File: src/logic/intra_pkg.sv
package intra_pkg;

  // sample and block geometry
  localparam int PIXEL_WIDTH = 8;
  localparam int BLK_SIDE    = 4;

  // wide enough for the full luma mode range
  localparam int MODE_WIDTH  = 6;

  // one luma sample
  typedef logic [PIXEL_WIDTH-1:0] pixel_t;

  // one block edge, pixel 0 in the top byte
  typedef logic [BLK_SIDE*PIXEL_WIDTH-1:0] edge_t;

  // whole 4x4 block in raster order, pixel 0 in the top byte
  typedef logic [BLK_SIDE*BLK_SIDE*PIXEL_WIDTH-1:0] blk_pix_t;

  typedef logic [MODE_WIDTH-1:0] mode_t;

  // modes predicted natively
  localparam mode_t MODE_DC  = mode_t'(1);
  localparam mode_t MODE_HOR = mode_t'(10);
  localparam mode_t MODE_VER = mode_t'(26);

  // stand-in for a missing neighbour, half of the sample range
  localparam pixel_t PIX_HALF = pixel_t'(1 << (PIXEL_WIDTH - 1));

endpackage

File: src/logic/intra_ctrl.sv
module intra_ctrl #(
  parameter int LCU_BLKS = 4
) (
  input  logic                          clk,
  input  logic                          reset_i,
  // lcu control
  input  logic                          start_i,
  output logic                          done_o,
  // mode memory
  output logic                          md_rden_o,
  output logic [2*$clog2(LCU_BLKS)-1:0] md_raddr_o,
  input  intra_pkg::mode_t              md_rdata_i,
  // reconstruction strobe
  input  logic                          rec_val_i,
  output logic                          rec_wr_o,
  // current block
  output logic [$clog2(LCU_BLKS)-1:0]   blk_x_o,
  output logic [$clog2(LCU_BLKS)-1:0]   blk_y_o,
  // predictor control
  output logic                          pred_start_o,
  output intra_pkg::mode_t              mode_o
);

  localparam int IDX_W = $clog2(LCU_BLKS);

  // one pass per 4x4 block: read mode, capture it, wait for rec
  typedef enum logic [1:0] {
    S_IDLE,
    S_READ,
    S_CAP,
    S_WAIT
  } state_t;

  state_t             state;
  state_t             state_nxt;
  logic [2*IDX_W-1:0] blk_idx;
  logic               last_blk;
  logic               start_acc;
  intra_pkg::mode_t   mode_q;

  // z-scan index doubles as the mode memory address
  assign md_raddr_o = blk_idx;
  assign last_blk   = &blk_idx;

  // start only counts when idle
  assign start_acc = (state == S_IDLE) && start_i;

  // rec strobes outside the wait are dropped
  assign rec_wr_o = (state == S_WAIT) && rec_val_i;

  assign md_rden_o    = (state == S_READ);
  assign pred_start_o = (state == S_CAP);

  // predictor sees the memory word while capturing, the held copy afterwards
  assign mode_o = (state == S_CAP) ? md_rdata_i : mode_q;

  // even index bits give x, odd bits give y
  always_comb begin
    for (int i = 0; i < IDX_W; i++) begin
      blk_x_o[i] = blk_idx[2*i];
      blk_y_o[i] = blk_idx[2*i+1];
    end
  end

  always_comb begin
    state_nxt = state;
    case (state)
      S_IDLE: begin
        if (start_i) begin
          state_nxt = S_READ;
        end
      end
      S_READ: begin
        state_nxt = S_CAP;
      end
      S_CAP: begin
        state_nxt = S_WAIT;
      end
      S_WAIT: begin
        // hold here as long as the transform side needs
        if (rec_val_i) begin
          state_nxt = last_blk ? S_IDLE : S_READ;
        end
      end
      default: begin
        state_nxt = S_IDLE;
      end
    endcase
  end

  always_ff @(posedge clk) begin
    if (reset_i) begin
      state   <= S_IDLE;
      blk_idx <= '0;
      done_o  <= 1'b0;
    end else begin
      state  <= state_nxt;
      done_o <= rec_wr_o && last_blk;
      if (start_acc) begin
        blk_idx <= '0;
      end else if (rec_wr_o && !last_blk) begin
        blk_idx <= blk_idx + 1'b1;
      end
    end
  end

  // mode stays put until the next block is captured
  always_ff @(posedge clk) begin
    if (state == S_CAP) begin
      mode_q <= md_rdata_i;
    end
  end

endmodule

File: src/logic/intra_ref.sv
module intra_ref #(
  parameter int LCU_BLKS = 4
) (
  input  logic                        clk,
  input  logic                        reset_i,
  // block being predicted or reconstructed
  input  logic [$clog2(LCU_BLKS)-1:0] blk_x_i,
  input  logic [$clog2(LCU_BLKS)-1:0] blk_y_i,
  // reconstruction write
  input  logic                        rec_wr_i,
  input  intra_pkg::blk_pix_t         rec_data_i,
  // neighbours for the predictor
  output intra_pkg::edge_t            ref_top_o,
  output intra_pkg::edge_t            ref_left_o
);

  localparam int IDX_W = $clog2(LCU_BLKS);
  localparam int PW    = intra_pkg::PIXEL_WIDTH;
  localparam int SIDE  = intra_pkg::BLK_SIDE;

  // bottom row of the latest block in each column
  intra_pkg::edge_t    row_buf [LCU_BLKS];
  // right column of the latest block in each row
  intra_pkg::edge_t    col_buf [LCU_BLKS];

  intra_pkg::edge_t bot_edge;
  intra_pkg::edge_t rgt_edge;
  intra_pkg::edge_t half_edge;
  logic             top_avail;
  logic             left_avail;

  assign half_edge = {SIDE{intra_pkg::PIX_HALF}};

  // last raster row sits in the low bytes
  assign bot_edge = rec_data_i[SIDE*PW-1:0];

  // gather the last pixel of every row, top pixel first
  always_comb begin
    for (int r = 0; r < SIDE; r++) begin
      rgt_edge[(SIDE-1-r)*PW +: PW] = rec_data_i[SIDE*(SIDE-1-r)*PW +: PW];
    end
  end

  always_ff @(posedge clk) begin
    if (rec_wr_i) begin
      row_buf[blk_x_i] <= bot_edge;
      col_buf[blk_y_i] <= rgt_edge;
    end
  end

  // nothing across the lcu top row or left column
  assign top_avail  = (blk_y_i != IDX_W'(0));
  assign left_avail = (blk_x_i != IDX_W'(0));

  assign ref_top_o  = top_avail  ? row_buf[blk_x_i] : half_edge;
  assign ref_left_o = left_avail ? col_buf[blk_y_i] : half_edge;

endmodule

File: src/logic/intra_pred.sv
module intra_pred (
  input  logic                clk,
  input  logic                reset_i,
  // controller side
  input  logic                pred_start_i,
  input  intra_pkg::mode_t    mode_i,
  // neighbours, pixel 0 in the top byte
  input  intra_pkg::edge_t    ref_top_i,
  input  intra_pkg::edge_t    ref_left_i,
  // predicted block
  output logic                pre_en_o,
  output intra_pkg::blk_pix_t pre_data_o
);

  localparam int PW    = intra_pkg::PIXEL_WIDTH;
  localparam int SIDE  = intra_pkg::BLK_SIDE;
  // log2 of the eight references averaged by DC
  localparam int DC_SH = $clog2(2 * SIDE);
  localparam int SUM_W = PW + DC_SH;

  logic [SUM_W-1:0]    dc_sum;
  intra_pkg::pixel_t   dc_val;
  intra_pkg::blk_pix_t dc_blk;
  intra_pkg::blk_pix_t hor_blk;
  intra_pkg::blk_pix_t ver_blk;
  intra_pkg::blk_pix_t pred_blk;

  // rounding term is half the divisor
  always_comb begin
    dc_sum = SUM_W'(SIDE);
    for (int i = 0; i < SIDE; i++) begin
      dc_sum = dc_sum + SUM_W'(ref_top_i[i*PW +: PW]) + SUM_W'(ref_left_i[i*PW +: PW]);
    end
  end

  assign dc_val = intra_pkg::pixel_t'(dc_sum >> DC_SH);
  assign dc_blk = {(SIDE*SIDE){dc_val}};

  // rows copy the left edge, columns copy the top edge
  always_comb begin
    for (int r = 0; r < SIDE; r++) begin
      for (int c = 0; c < SIDE; c++) begin
        hor_blk[(SIDE*SIDE-1-r*SIDE-c)*PW +: PW] = ref_left_i[(SIDE-1-r)*PW +: PW];
        ver_blk[(SIDE*SIDE-1-r*SIDE-c)*PW +: PW] = ref_top_i[(SIDE-1-c)*PW +: PW];
      end
    end
  end

  always_comb begin
    case (mode_i)
      intra_pkg::MODE_DC: begin
        pred_blk = dc_blk;
      end
      intra_pkg::MODE_HOR: begin
        pred_blk = hor_blk;
      end
      intra_pkg::MODE_VER: begin
        pred_blk = ver_blk;
      end
      // angular and planar modes fall back to DC
      default: begin
        pred_blk = dc_blk;
      end
    endcase
  end

  always_ff @(posedge clk) begin
    if (reset_i) begin
      pre_en_o <= 1'b0;
    end else begin
      pre_en_o <= pred_start_i;
    end
  end

  always_ff @(posedge clk) begin
    if (pred_start_i) begin
      pre_data_o <= pred_blk;
    end
  end

endmodule

File: src/logic/intra_top.sv
module intra_top #(
  parameter int LCU_BLKS = 4
) (
  input  logic                          clk,
  input  logic                          reset_i,
  // lcu control
  input  logic                          start_i,
  output logic                          done_o,
  // mode memory
  output logic                          md_rden_o,
  output logic [2*$clog2(LCU_BLKS)-1:0] md_raddr_o,
  input  intra_pkg::mode_t              md_rdata_i,
  // prediction to transform side
  output logic                          pre_en_o,
  output intra_pkg::blk_pix_t           pre_data_o,
  output intra_pkg::mode_t              pre_mode_o,
  output logic [$clog2(LCU_BLKS)-1:0]   pre_4x4_x_o,
  output logic [$clog2(LCU_BLKS)-1:0]   pre_4x4_y_o,
  // reconstruction from transform side
  input  logic                          rec_val_i,
  input  intra_pkg::blk_pix_t           rec_data_i
);

  localparam int IDX_W = $clog2(LCU_BLKS);

  logic [IDX_W-1:0] blk_x_w;
  logic [IDX_W-1:0] blk_y_w;
  logic             rec_wr_w;
  logic             pred_start_w;
  intra_pkg::mode_t mode_w;
  intra_pkg::edge_t ref_top_w;
  intra_pkg::edge_t ref_left_w;

  // block position and mode leave straight from the controller
  assign pre_4x4_x_o = blk_x_w;
  assign pre_4x4_y_o = blk_y_w;
  assign pre_mode_o  = mode_w;

  intra_ctrl #(
    .LCU_BLKS     ( LCU_BLKS     )
  ) u_intra_ctrl (
    .clk          ( clk          ),
    .reset_i      ( reset_i      ),
    .start_i      ( start_i      ),
    .done_o       ( done_o       ),
    .md_rden_o    ( md_rden_o    ),
    .md_raddr_o   ( md_raddr_o   ),
    .md_rdata_i   ( md_rdata_i   ),
    .rec_val_i    ( rec_val_i    ),
    .rec_wr_o     ( rec_wr_w     ),
    .blk_x_o      ( blk_x_w      ),
    .blk_y_o      ( blk_y_w      ),
    .pred_start_o ( pred_start_w ),
    .mode_o       ( mode_w       )
  );

  intra_ref #(
    .LCU_BLKS     ( LCU_BLKS     )
  ) u_intra_ref (
    .clk          ( clk          ),
    .reset_i      ( reset_i      ),
    .blk_x_i      ( blk_x_w      ),
    .blk_y_i      ( blk_y_w      ),
    .rec_wr_i     ( rec_wr_w     ),
    .rec_data_i   ( rec_data_i   ),
    .ref_top_o    ( ref_top_w    ),
    .ref_left_o   ( ref_left_w   )
  );

  intra_pred u_intra_pred (
    .clk          ( clk          ),
    .reset_i      ( reset_i      ),
    .pred_start_i ( pred_start_w ),
    .mode_i       ( mode_w       ),
    .ref_top_i    ( ref_top_w    ),
    .ref_left_i   ( ref_left_w   ),
    .pre_en_o     ( pre_en_o     ),
    .pre_data_o   ( pre_data_o   )
  );

endmodule

File: config.mk
export PLATFORM = sky130hd
export DESIGN_NAME = intra_top
export DESIGN_NICKNAME = d
export VERILOG_FILES = /design/src/logic/intra_pkg.sv /design/src/logic/intra_ctrl.sv /design/src/logic/intra_ref.sv /design/src/logic/intra_pred.sv /design/src/logic/intra_top.sv
export SDC_FILE = /design/constraint.sdc
export NUM_CORES = 1
export LEC_CHECK = 0
export ABC_AREA = 1
export BUFFER_PORTS_ARGS = -buffer_cell sky130_fd_sc_hd__buf_4
export CELL_PAD_IN_SITES_DETAIL_PLACEMENT = 0
export CELL_PAD_IN_SITES_GLOBAL_PLACEMENT = 2
export CORE_MARGIN = 4
export CORE_UTILIZATION = 35
export CTS_CLUSTER_DIAMETER = 150
export DETAILED_ROUTE_END_ITERATION = 6
export GPL_ROUTABILITY_DRIVEN = 0
export PLACE_DENSITY = 0.78
export SLEW_MARGIN = 20
export SYNTH_ARGS = -nofsm -noshare
export SYNTH_HDL_FRONTEND = slang
export SYNTH_SLANG_ARGS = --single-unit
File: constraint.sdc
create_clock -name clk -period 5.9 [get_ports clk]
set_clock_uncertainty 0.2 [all_clocks]
set_input_delay 0.59 -clock clk [delete_from_list [all_inputs] [get_ports clk]]
set_output_delay 0.59 -clock clk [all_outputs]
set_load 0.05 [all_outputs]
==> results.cfg, run 1 <==
[status]
outcome = finished clean

[detailed_routing]
drcViolationCount = 0
ant_nets = 0
drt_iter0_drc = 897
wire_per_inst_um = 18.4
viasPerCell = 4.59
drt-total-wl_um = 44900
drt-pass1-iter-count = 5
vias = 11200

[power]
peakVddDrop_mv = 0.190
pwr-share-seq = 0.414
power.internal_mw = 5.94
leakage_nw = 8.78
switchingPower_mw = 3.07
p_clk_frac = 0.300
sw_frac_of_total = 0.341
pwr-share-comb = 0.286
p_per_area_nw_per_um2 = 415

[clock_network]
ctsHtreeMaxLevel = 2
cts-root-buf = clkbuf_16
cts_tree = yes
clkTransAtPathRegs_ps = 60
clock_latency_ps = 560
clock_path_buffers = 3
numCtsBuffers = 43
clock_sinks = 402

[layout]
syn2layout_area_growth_pct = 22.4
fin_area_um2 = 21700
layout_common_cells = edfxtp_1 (384), nor2_1 (286), buf_4 (248), nand2_1 (211), o21ai_0 (120)
layout_commonest_cell = edfxtp_1
drive_gt1_frac = 0.211
nNetsFinal = 1939
insertedDiodeCount = 0
fin_util = 0.433

[worst_setup_path]
cp.required_ps = 5990
crit_chain = inv_2 -> nand2_1 -> nand3_1 -> inv_1 -> ha_1 -> nand3_1 -> nor2_1 -> xor2_1 -> fa_1 -> inv_1 -> fa_1 -> fa_1 -> fa_1 -> inv_1 -> ha_1 -> nand2_1 -> nand2_1 -> inv_1 -> nor2_1 -> nor2_1 -> nand3_1 -> nand3_4 -> nand2_1
cp_slowest_stage_delay_ps = 550
crit_slowest_cell = fa_1
crit_type = reg -> reg
cp_max_fo = 16
start_kind = register
crit_path_end_kind = register
worst_path_dominant_cell_family = adder cells
crit_buf_inv = 5
arrival_ps = 5560

[yosys]
yosysSeqAreaShare = 0.670
yosysWarnings = 0
synth_cell_types = 35
syn_area_um2 = 17700
syn_avg_cell_area_um2 = 11.9
synth-seq-cells = 402
syn_nets = 1690
synthCells = 1487

[place]
dpl_cell_area_um2 = 20100
place_hpwl_um = 31800
port_buffers = 210

[sta]
rsz0062_at_grt = false
hold_viol_final = 0
slew_violations = 0
min_period_over_period = 0.927
setup_tns_ps = 0
layout_min_cycle_time_ps = 5470
max_freq_ghz = 0.183
tightest_slew_ps = 1030
setup_viol = 0
slew_headroom = 0.314

[die]
core_um2 = 50200
start_util = 0.354
die-area_um2 = 54400
ios = 283
die_y_um = 233
fp.dieW_um = 233
row_count = 82

[grt]
grt_usage = 0.163
grt_max_degree = 84
antenna_found_initial = 1
grt_pass1_vias = 11100
grt_pass1_wl_um = 66900
gr-total-overflow = 0

[worst_hold_path]
hold_class = in -> reg

[job]
cap_violations = 0
==> worst reg2reg max path: cells and delay by family, from the launching register on <==
family	cells	cell delay [ps]
XOR/XNOR	1	210
adder cells (fa/ha/maj)	6	2470
flip-flops	1	490
buffers and inverters	5	440
AND/OR/NAND/NOR	11	1380
==> cells by family (layout without fill, tap and decap cells) <==
logic type                 after synthesis  in the layout  synth area share
buffers and inverters                  186            464            0.0482
AOI/OAI and AO/OA                      179            179            0.0512
adders and majority gates               65             65            0.0653
and+or+nand+nor                        650            650             0.163
DFF                                    402            402             0.670
xor gates and xnor gates                 5              5           0.00247
==> registers in the layout (all words and copies together) (netlist names), named ones only <==
signal and cells:
u_intra_ctrl.md_raddr_o 4, u_intra_ref.col_buf 128, u_intra_pred.pre_data_o 128, u_intra_ref.row_buf 128, u_intra_ctrl.done_o 1, u_intra_ctrl.state 2
u_intra_pred.pre_en_o 1, u_intra_ctrl.mode_q 6
==> what timing repair did <==
action | 4_1_cts | 5_1_grt
hold buffers | 16 | 0
buffers inserted | 0 | 0
hold endpoints to repair | 59 | 0
resized for setup | 0 | 3
endpoints found under the setup margin | 0 | 48
==> power by group through the flow <==
| stage | Sequential (mW) | Clock, mW | Combinational [mW] |
|---|---|---|---|
| finish | 3.73 | 2.71 | 2.58 |
| global route | 3.75 | 2.90 | 2.78 |
| detailed placement | 3.80 | 0 | 2.60 |
| global placement | 3.79 | 0 | 2.58 |
| floorplan | 4.63 | 0 | 1.08 |
| CTS | 3.74 | 2.78 | 2.62 |
==> layout make-up <==
cell class	count	area, um^2
fill	4645	28500
inverter	123	464
timing repair buffer	267	2060
clock buffer	45	1080
clock inverter	29	322
sequential	402	11900
multi-input combinational	899	5050
tap	672	841
==> path summary, 6_finish.rpt <==
| check | depth (start not counted) | end | slack, ps | startpoint |
|---|---|---|---|---|
| worst max-delay path | 23 | u_intra_pred.pre_data_o[118] | 430 | u_intra_ctrl.md_raddr_o[3] |
| worst min-delay path | 1 | u_intra_ref.row_buf[1][20] | 40 | rec_data_i[20] |
| worst max register to register | 23 | u_intra_pred.pre_data_o[118] | 430 | u_intra_ctrl.md_raddr_o[3] |
| worst min register to register | 2 | u_intra_ctrl.mode_q[0] | 300 | u_intra_ctrl.mode_q[0] |
==> stage by stage <==
stage / hold slack (ps) / power (mW) / std cells / worst slack [ps]
detailed placement: 290 / 6.40 / 2347 / 369
finish: 37.9 / 9.01 / 2437 / 430
CTS: 0.0507 / 9.14 / 2437 / 324
global route: 7.11 / 9.43 / 2437 / 24.8
floorplan: 279 / 5.71 / 1487 / 369
global placement: 286 / 6.37 / 2347 / 409
==> cells in the mapped netlist, drive strengths merged <==
| master | instances | share of area |
|---|---|---|
| o21ai | 122 | 0.035 |
| o21bai | 1 | 0.00042 |
| fa | 46 | 0.052 |
| nor2 | 310 | 0.074 |
| dfxtp | 18 | 0.020 |
| edfxtp | 384 | 0.65 |
| o22ai | 1 | 0.00035 |
| or2 | 1 | 0.00035 |
| xor2 | 5 | 0.0025 |
| ha | 19 | 0.013 |
| nand3b | 3 | 0.0013 |
| inv | 123 | 0.026 |
| nor4 | 1 | 0.00035 |
| nand2 | 217 | 0.048 |
| clkbuf | 15 | 0.0032 |
| a21oi | 53 | 0.015 |
| nand4 | 2 | 0.00070 |
| a211oi | 2 | 0.00085 |
| nand3 | 109 | 0.036 |
| buf | 48 | 0.019 |
| nor3 | 7 | 0.0020 |
==> per-layer routing <==
layer,GRT usage,up-vias,routed length [um]
met3,0.0335,63,2330
li1,-,5531,-
met2,0.289,228,22800
met5,0,-,13
met1,0.205,5365,19000
met4,0.0364,2,884
No activity file was read; power rests on OpenSTA's default activity.
==> run 2, diff against run 1 <==
- SLEW_MARGIN: 20 -> 25
- clock period: 5.9 -> 6 ns (I/O delays scaled with it)
==> run 2 against run 1 <==
Critical path type unchanged; design area grew 0.69%; clock-buffer cell count grew 10; final cell count is 0.62% higher; largest power group unchanged; combinational power about the same; largest cell class unchanged; routed wire length is 0.79% higher; register-to-register slack is essentially flat.
==> results.cfg, run 2 (same netlist as run 1, synthesis figures left out) <==
[layout]
nNetsFinal = 1947
layout_common_cells = edfxtp_1 (384), nor2_1 (286), buf_4 (251), nand2_1 (211), o21ai_0 (120)
layout_commonest_cell = edfxtp_1
drive_gt1_frac = 0.211
syn2layout_area_growth_pct = 23.2
top_regs = u_intra_pred.pre_data_o: 128 flops, u_intra_ref.col_buf: 128 flops, u_intra_ref.row_buf: 128 flops
fin_area_um2 = 21900

[sta]
slew_violations = 0
setup_tns_ps = 0
setup_viol = 0
layout_min_cycle_time_ps = 5570
hold_viol_final = 0
rsz0062_at_grt = false
slew_headroom = 0.345
tightest_slew_ps = 982
min_period_over_period = 0.929
max_freq_ghz = 0.179

[clock_network]
clock_latency_ps = 580
postCtsSetupBuffers = 0
clock_sinks = 402
ctsHtreeMaxLevel = 2
clock_path_buffers = 3
cts_tree = yes
numCtsBuffers = 44
clkTransAtPathRegs_ps = 60
cts-root-buf = clkbuf_16

[die]
row_count = 82
ios = 283
die-area_um2 = 54400
core_um2 = 50200
fp.dieW_um = 233
die_y_um = 233
start_util = 0.354

[worst_setup_path]
cp.required_ps = 6100
worst_path_dominant_cell_family = adder cells
crit_slowest_cell = fa_1
crit_type = reg -> reg
crit_path_end_kind = register
crit_buf_inv = 6
start_kind = register
cp_slowest_stage_delay_ps = 550
crit_chain = inv_1 -> buf_4 -> nand3_1 -> nand3_1 -> inv_1 -> ha_1 -> nand3_1 -> nor2_1 -> xor2_1 -> fa_1 -> inv_1 -> fa_1 -> fa_1 -> fa_1 -> inv_1 -> ha_1 -> nand2_1 -> nand2_1 -> inv_1 -> nor2_1 -> nor2_1 -> nand3_1 -> nand3_4 -> nand2_1
cp_max_fo = 16
arrival_ps = 5670
crit_top_cell = inv_1

[detailed_routing]
drcViolationCount = 0
drt-pass1-iter-count = 5
vias = 11400
drt-total-wl_um = 45300
wire_per_inst_um = 18.5
viasPerCell = 4.65
drt_iter0_drc = 866
ant_nets = 0

[status]
outcome = finished clean

[grt]
grt_usage = 0.165
gr-total-overflow = 0
grt_pass1_vias = 11300
grt_max_degree = 79
grt_pass1_wl_um = 67700
antenna_found_initial = 2

[power]
finalPower_mw = 8.96
peakVddDrop_mv = 0.218
p_clk_frac = 0.307
pwr-share-seq = 0.409
p_per_area_nw_per_um2 = 410
switchingPower_mw = 3.06
pwr-share-comb = 0.284
power.internal_mw = 5.90
leakage_nw = 8.84
sw_frac_of_total = 0.342

[worst_hold_path]
hold_class = in -> reg

[place]
port_buffers = 210
dpl_cell_area_um2 = 20100
place_hpwl_um = 31800

[job]
cap_violations = 0
[run 2: changes by cell type in the layout (fill, tap and decap cells not counted), sizes merged]
| cell | before | now |
|---|---|---|
| clkbuf | 45 | 55 |
| dlygate4sd3 | 16 | 23 |
| clkinv | 19 | 16 |
| bufinv | 7 | 6 |
| clkinvlp | 1 | 2 |
| diode | 0 | 1 |
[run 2: power groups by stage]
stage | sequential [mW] | clock [mW] | combinational (mW)
2_1_floorplan | 4.55 | 0 | 1.06
3_3_place_gp | 3.73 | 0 | 2.54
3_5_place_dp | 3.73 | 0 | 2.56
4_1_cts | 3.68 | 2.82 | 2.57
5_1_grt | 3.70 | 2.94 | 2.73
6_report | 3.67 | 2.75 | 2.55
[run 2: worst paths after layout]
check / start / endpoint / slack, ps / cells past startpoint
max: register / u_intra_pred.pre_data_o[94] / 430 / 24
min: rec_data_i[67] / u_intra_ref.col_buf[3][19] / 40 / 1
max reg2reg: register / u_intra_pred.pre_data_o[94] / 430 / 24
min reg2reg: u_intra_ctrl.mode_q[0] / u_intra_ctrl.mode_q[0] / 300 / 2
[run 2: per-stage QoR]
step	instances	hold WS, ps	utilization	worst slack (ps)
2_1_floorplan	1487	279	-	469
3_3_place_gp	2347	286	0.401	380
3_5_place_dp	2347	290	0.401	328
4_1_cts	2451	0.160	0.436	302
5_1_grt	2452	9.07	0.436	59.8
6_report	2452	36.9	0.436	427
[run 2: cell type report]
type | count | area, um^2
Tap cell | 672 | 841
Inverter | 123 | 467
Timing Repair Buffer | 274 | 2110
Fill cell | 4592 | 28300
Antenna cell | 1 | 2.50
Clock inverter | 26 | 312
Clock buffer | 55 | 1180
Sequential cell | 402 | 11900
Multi-Input combinational cell | 899 | 5050
[run 2: what timing repair did]
action                                 in CTS  in global routing
endpoints found under the hold margin      87                  0
setup endpoints to repair                   0                 16
hold buffers                               23                  0
gates resized for setup                     0                  4
[run 2: routing by layer]
metal  track usage  wire (um)  up-vias
met2         0.282      22500      268
met4        0.0448       1120        2
met5             0         20        -
met1         0.214      19200     5523
li1              -          -     5552
met3        0.0329       2400       62
[run 2: worst reg2reg max path, stage by stage (launching register included)]
cell     delay, ps
dfxtp_1        440
inv_1          190
buf_4          210
nand3_1         80
nand3_1        210
inv_1          180
ha_1           210
nand3_1        100
nor2_1         140
xor2_1         200
fa_1           430
inv_1           70
fa_1           420
fa_1           490
fa_1           550
inv_1           40
ha_1           340
nand2_1         80
nand2_1         40
inv_1           80
nor2_1          50
nor2_1         120
nand3_1        140
nand3_4        200
nand2_1         90
==> run 3, diff against run 2 <==
- CORE_UTILIZATION: 35 -> 25
- PLACE_DENSITY: 0.78 -> 0.6
==> run 3 against run 2 <==
Register-to-register slack improved by 40 ps; hold slack better by 3.0 ps; setup slack better by 37 ps; clock power about the same; non-clock buffer count up 36; first-iteration DRC count is 12% lower; clock-buffer cell count unchanged; core utilization is 11 points lower; critical path depth is 1 lower.
==> results.cfg, run 3 (same netlist as run 1, synthesis figures left out) <==
[status]
outcome = finished clean

[layout]
layout_common_cells = edfxtp_1 (384), nor2_1 (285), buf_4 (261), nand2_1 (211), o21ai_0 (120)
nNetsFinal = 1984
top_regs = u_intra_pred.pre_data_o: 128 flops, u_intra_ref.col_buf: 128 flops, u_intra_ref.row_buf: 128 flops
layout_commonest_cell = edfxtp_1
nFillCells = 7140
drive_gt1_frac = 0.211
syn2layout_area_growth_pct = 27.1

[sta]
slew_headroom = 0.341
tightest_slew_ps = 989
layout_min_cycle_time_ps = 5540
min_period_over_period = 0.923
setup_tns_ps = 0
max_freq_ghz = 0.181
rsz0062_at_grt = false
setup_viol = 0
slew_violations = 0
hold_viol_final = 0

[die]
core_um2 = 70100
row_count = 97
die_y_um = 274
fp.dieW_um = 274
start_util = 0.253
die-area_um2 = 75300
ios = 283

[worst_hold_path]
hold_class = in -> reg

[clock_network]
postCtsSetupBuffers = 0
cts-root-buf = clkbuf_16
ctsHtreeMaxLevel = 2
numCtsBuffers = 45
cts_tree = yes
clkTransAtPathRegs_ps = 60
clock_path_buffers = 3
clock_latency_ps = 590
clock_sinks = 402

[place]
place_hpwl_um = 34900
port_buffers = 210

[detailed_routing]
drt_iter0_drc = 763
drt-total-wl_um = 49700
vias = 11500
drcViolationCount = 0
ant_nets = 0
wire_per_inst_um = 18.0
drt-pass1-iter-count = 6
viasPerCell = 4.16

[grt]
grt_pass1_wl_um = 72900
grt_max_degree = 77
grt_usage = 0.130
grt_pass1_vias = 11500
gr-total-overflow = 0
antenna_found_initial = 7

[worst_setup_path]
arrival_ps = 5650
cp_max_fo = 16
cp.required_ps = 6110
crit_path_end_kind = register
crit_type = reg -> reg
start_kind = register

[job]
cap_violations = 0

[power]
peakVddDrop_mv = 0.189
finalPower_mw = 8.97
p_per_area_nw_per_um2 = 398
leakage_nw = 9.00
## run 3: cell types whose count changed in the layout (fill, tap and decap cells not counted), moves of 2 or more
cell,previous run,this run
buf_12,0,4
buf_4,251,261
clkbuf_1,7,9
clkbuf_16,44,46
clkbuf_8,4,0
clkinv_1,8,14
clkinv_2,6,4
diode_2,1,5
dlygate4sd3_1,23,45
nor2_4,16,18
## run 3: layout make-up
type | count | area, um^2 | share of cell area
flip-flops and latches | 402 | 11900 | 0.527
multi-input cells | 899 | 5060 | 0.224
diodes | 5 | 12.5 | 0.000555
repair buffers | 310 | 2490 | 0.110
clock inverters | 27 | 275 | 0.0122
inverters | 123 | 464 | 0.0206
clock buffers | 55 | 1180 | 0.0525
well taps | 940 | 1180 | 0.0521
## run 3: metrics by stage
step / cell area (um^2) / cells / setup WS, ps / utilization / hold slack (ps)
floorplan: 17700 / 1487 / 469 / - / 279
global placement: 20600 / 2629 / 306 / 0.294 / 284
detailed placement: 20600 / 2629 / 291 / 0.294 / 290
CTS: 22500 / 2756 / 244 / 0.321 / 0.839
global route: 22600 / 2757 / 82.5 / 0.321 / 11.9
finish: 22600 / 2761 / 463 / 0.322 / 39.9
## run 3: path summary, 6_finish.rpt
check	start	endpoint	depth (start not counted)	slack, ps
hold reg to reg	u_intra_ctrl.mode_q[0]	u_intra_ctrl.mode_q[0]	2	290
hold / removal	rec_data_i[70]	u_intra_ref.col_buf[2][22]	1	40
setup / recovery	u_intra_ctrl.md_raddr_o[1]	u_intra_pred.pre_data_o[54]	23	460
setup reg to reg	u_intra_ctrl.md_raddr_o[1]	u_intra_pred.pre_data_o[54]	23	460
## run 3: per-layer routing
metal / vias to the layer above / GRT usage / share of wire / wire (um)
met1: 5522 / 0.166 / 0.43 / 21200
li1: 5642 / - / - / -
met2: 247 / 0.221 / 0.49 / 24200
met5: - / 0 / 0.00054 / 27
met4: 4 / 0.0404 / 0.029 / 1450
met3: 72 / 0.0284 / 0.055 / 2740
## run 3: power breakdown
part	leakage (nW)	total (mW)	switching (mW)	internal [mW]
Combinational	4.65	2.58	1.88	0.703
Sequential	3.65	3.67	0.104	3.56
Clock	0.707	2.72	1.10	1.62
## run 3: critical path, cell delays in order, from the launching register on
cell	delay, ps
dfxtp_1	460
inv_1	140
nand2_1	190
nand3_1	190
inv_1	120
ha_1	220
nand3_1	110
nor2_1	130
xor2_1	220
fa_1	440
inv_1	70
fa_1	420
fa_1	530
fa_1	560
inv_1	40
ha_1	350
nand2_1	80
nand2_1	40
inv_1	70
nor2_1	60
nor2_1	160
nand3_1	140
nand3_4	210
nand2_1	90
## run 3: what timing repair did
action,in CTS,in global routing
setup endpoints to repair,0,15
hold buffers,45,0
gates resized for setup,0,1
endpoints found under the hold margin,177,0
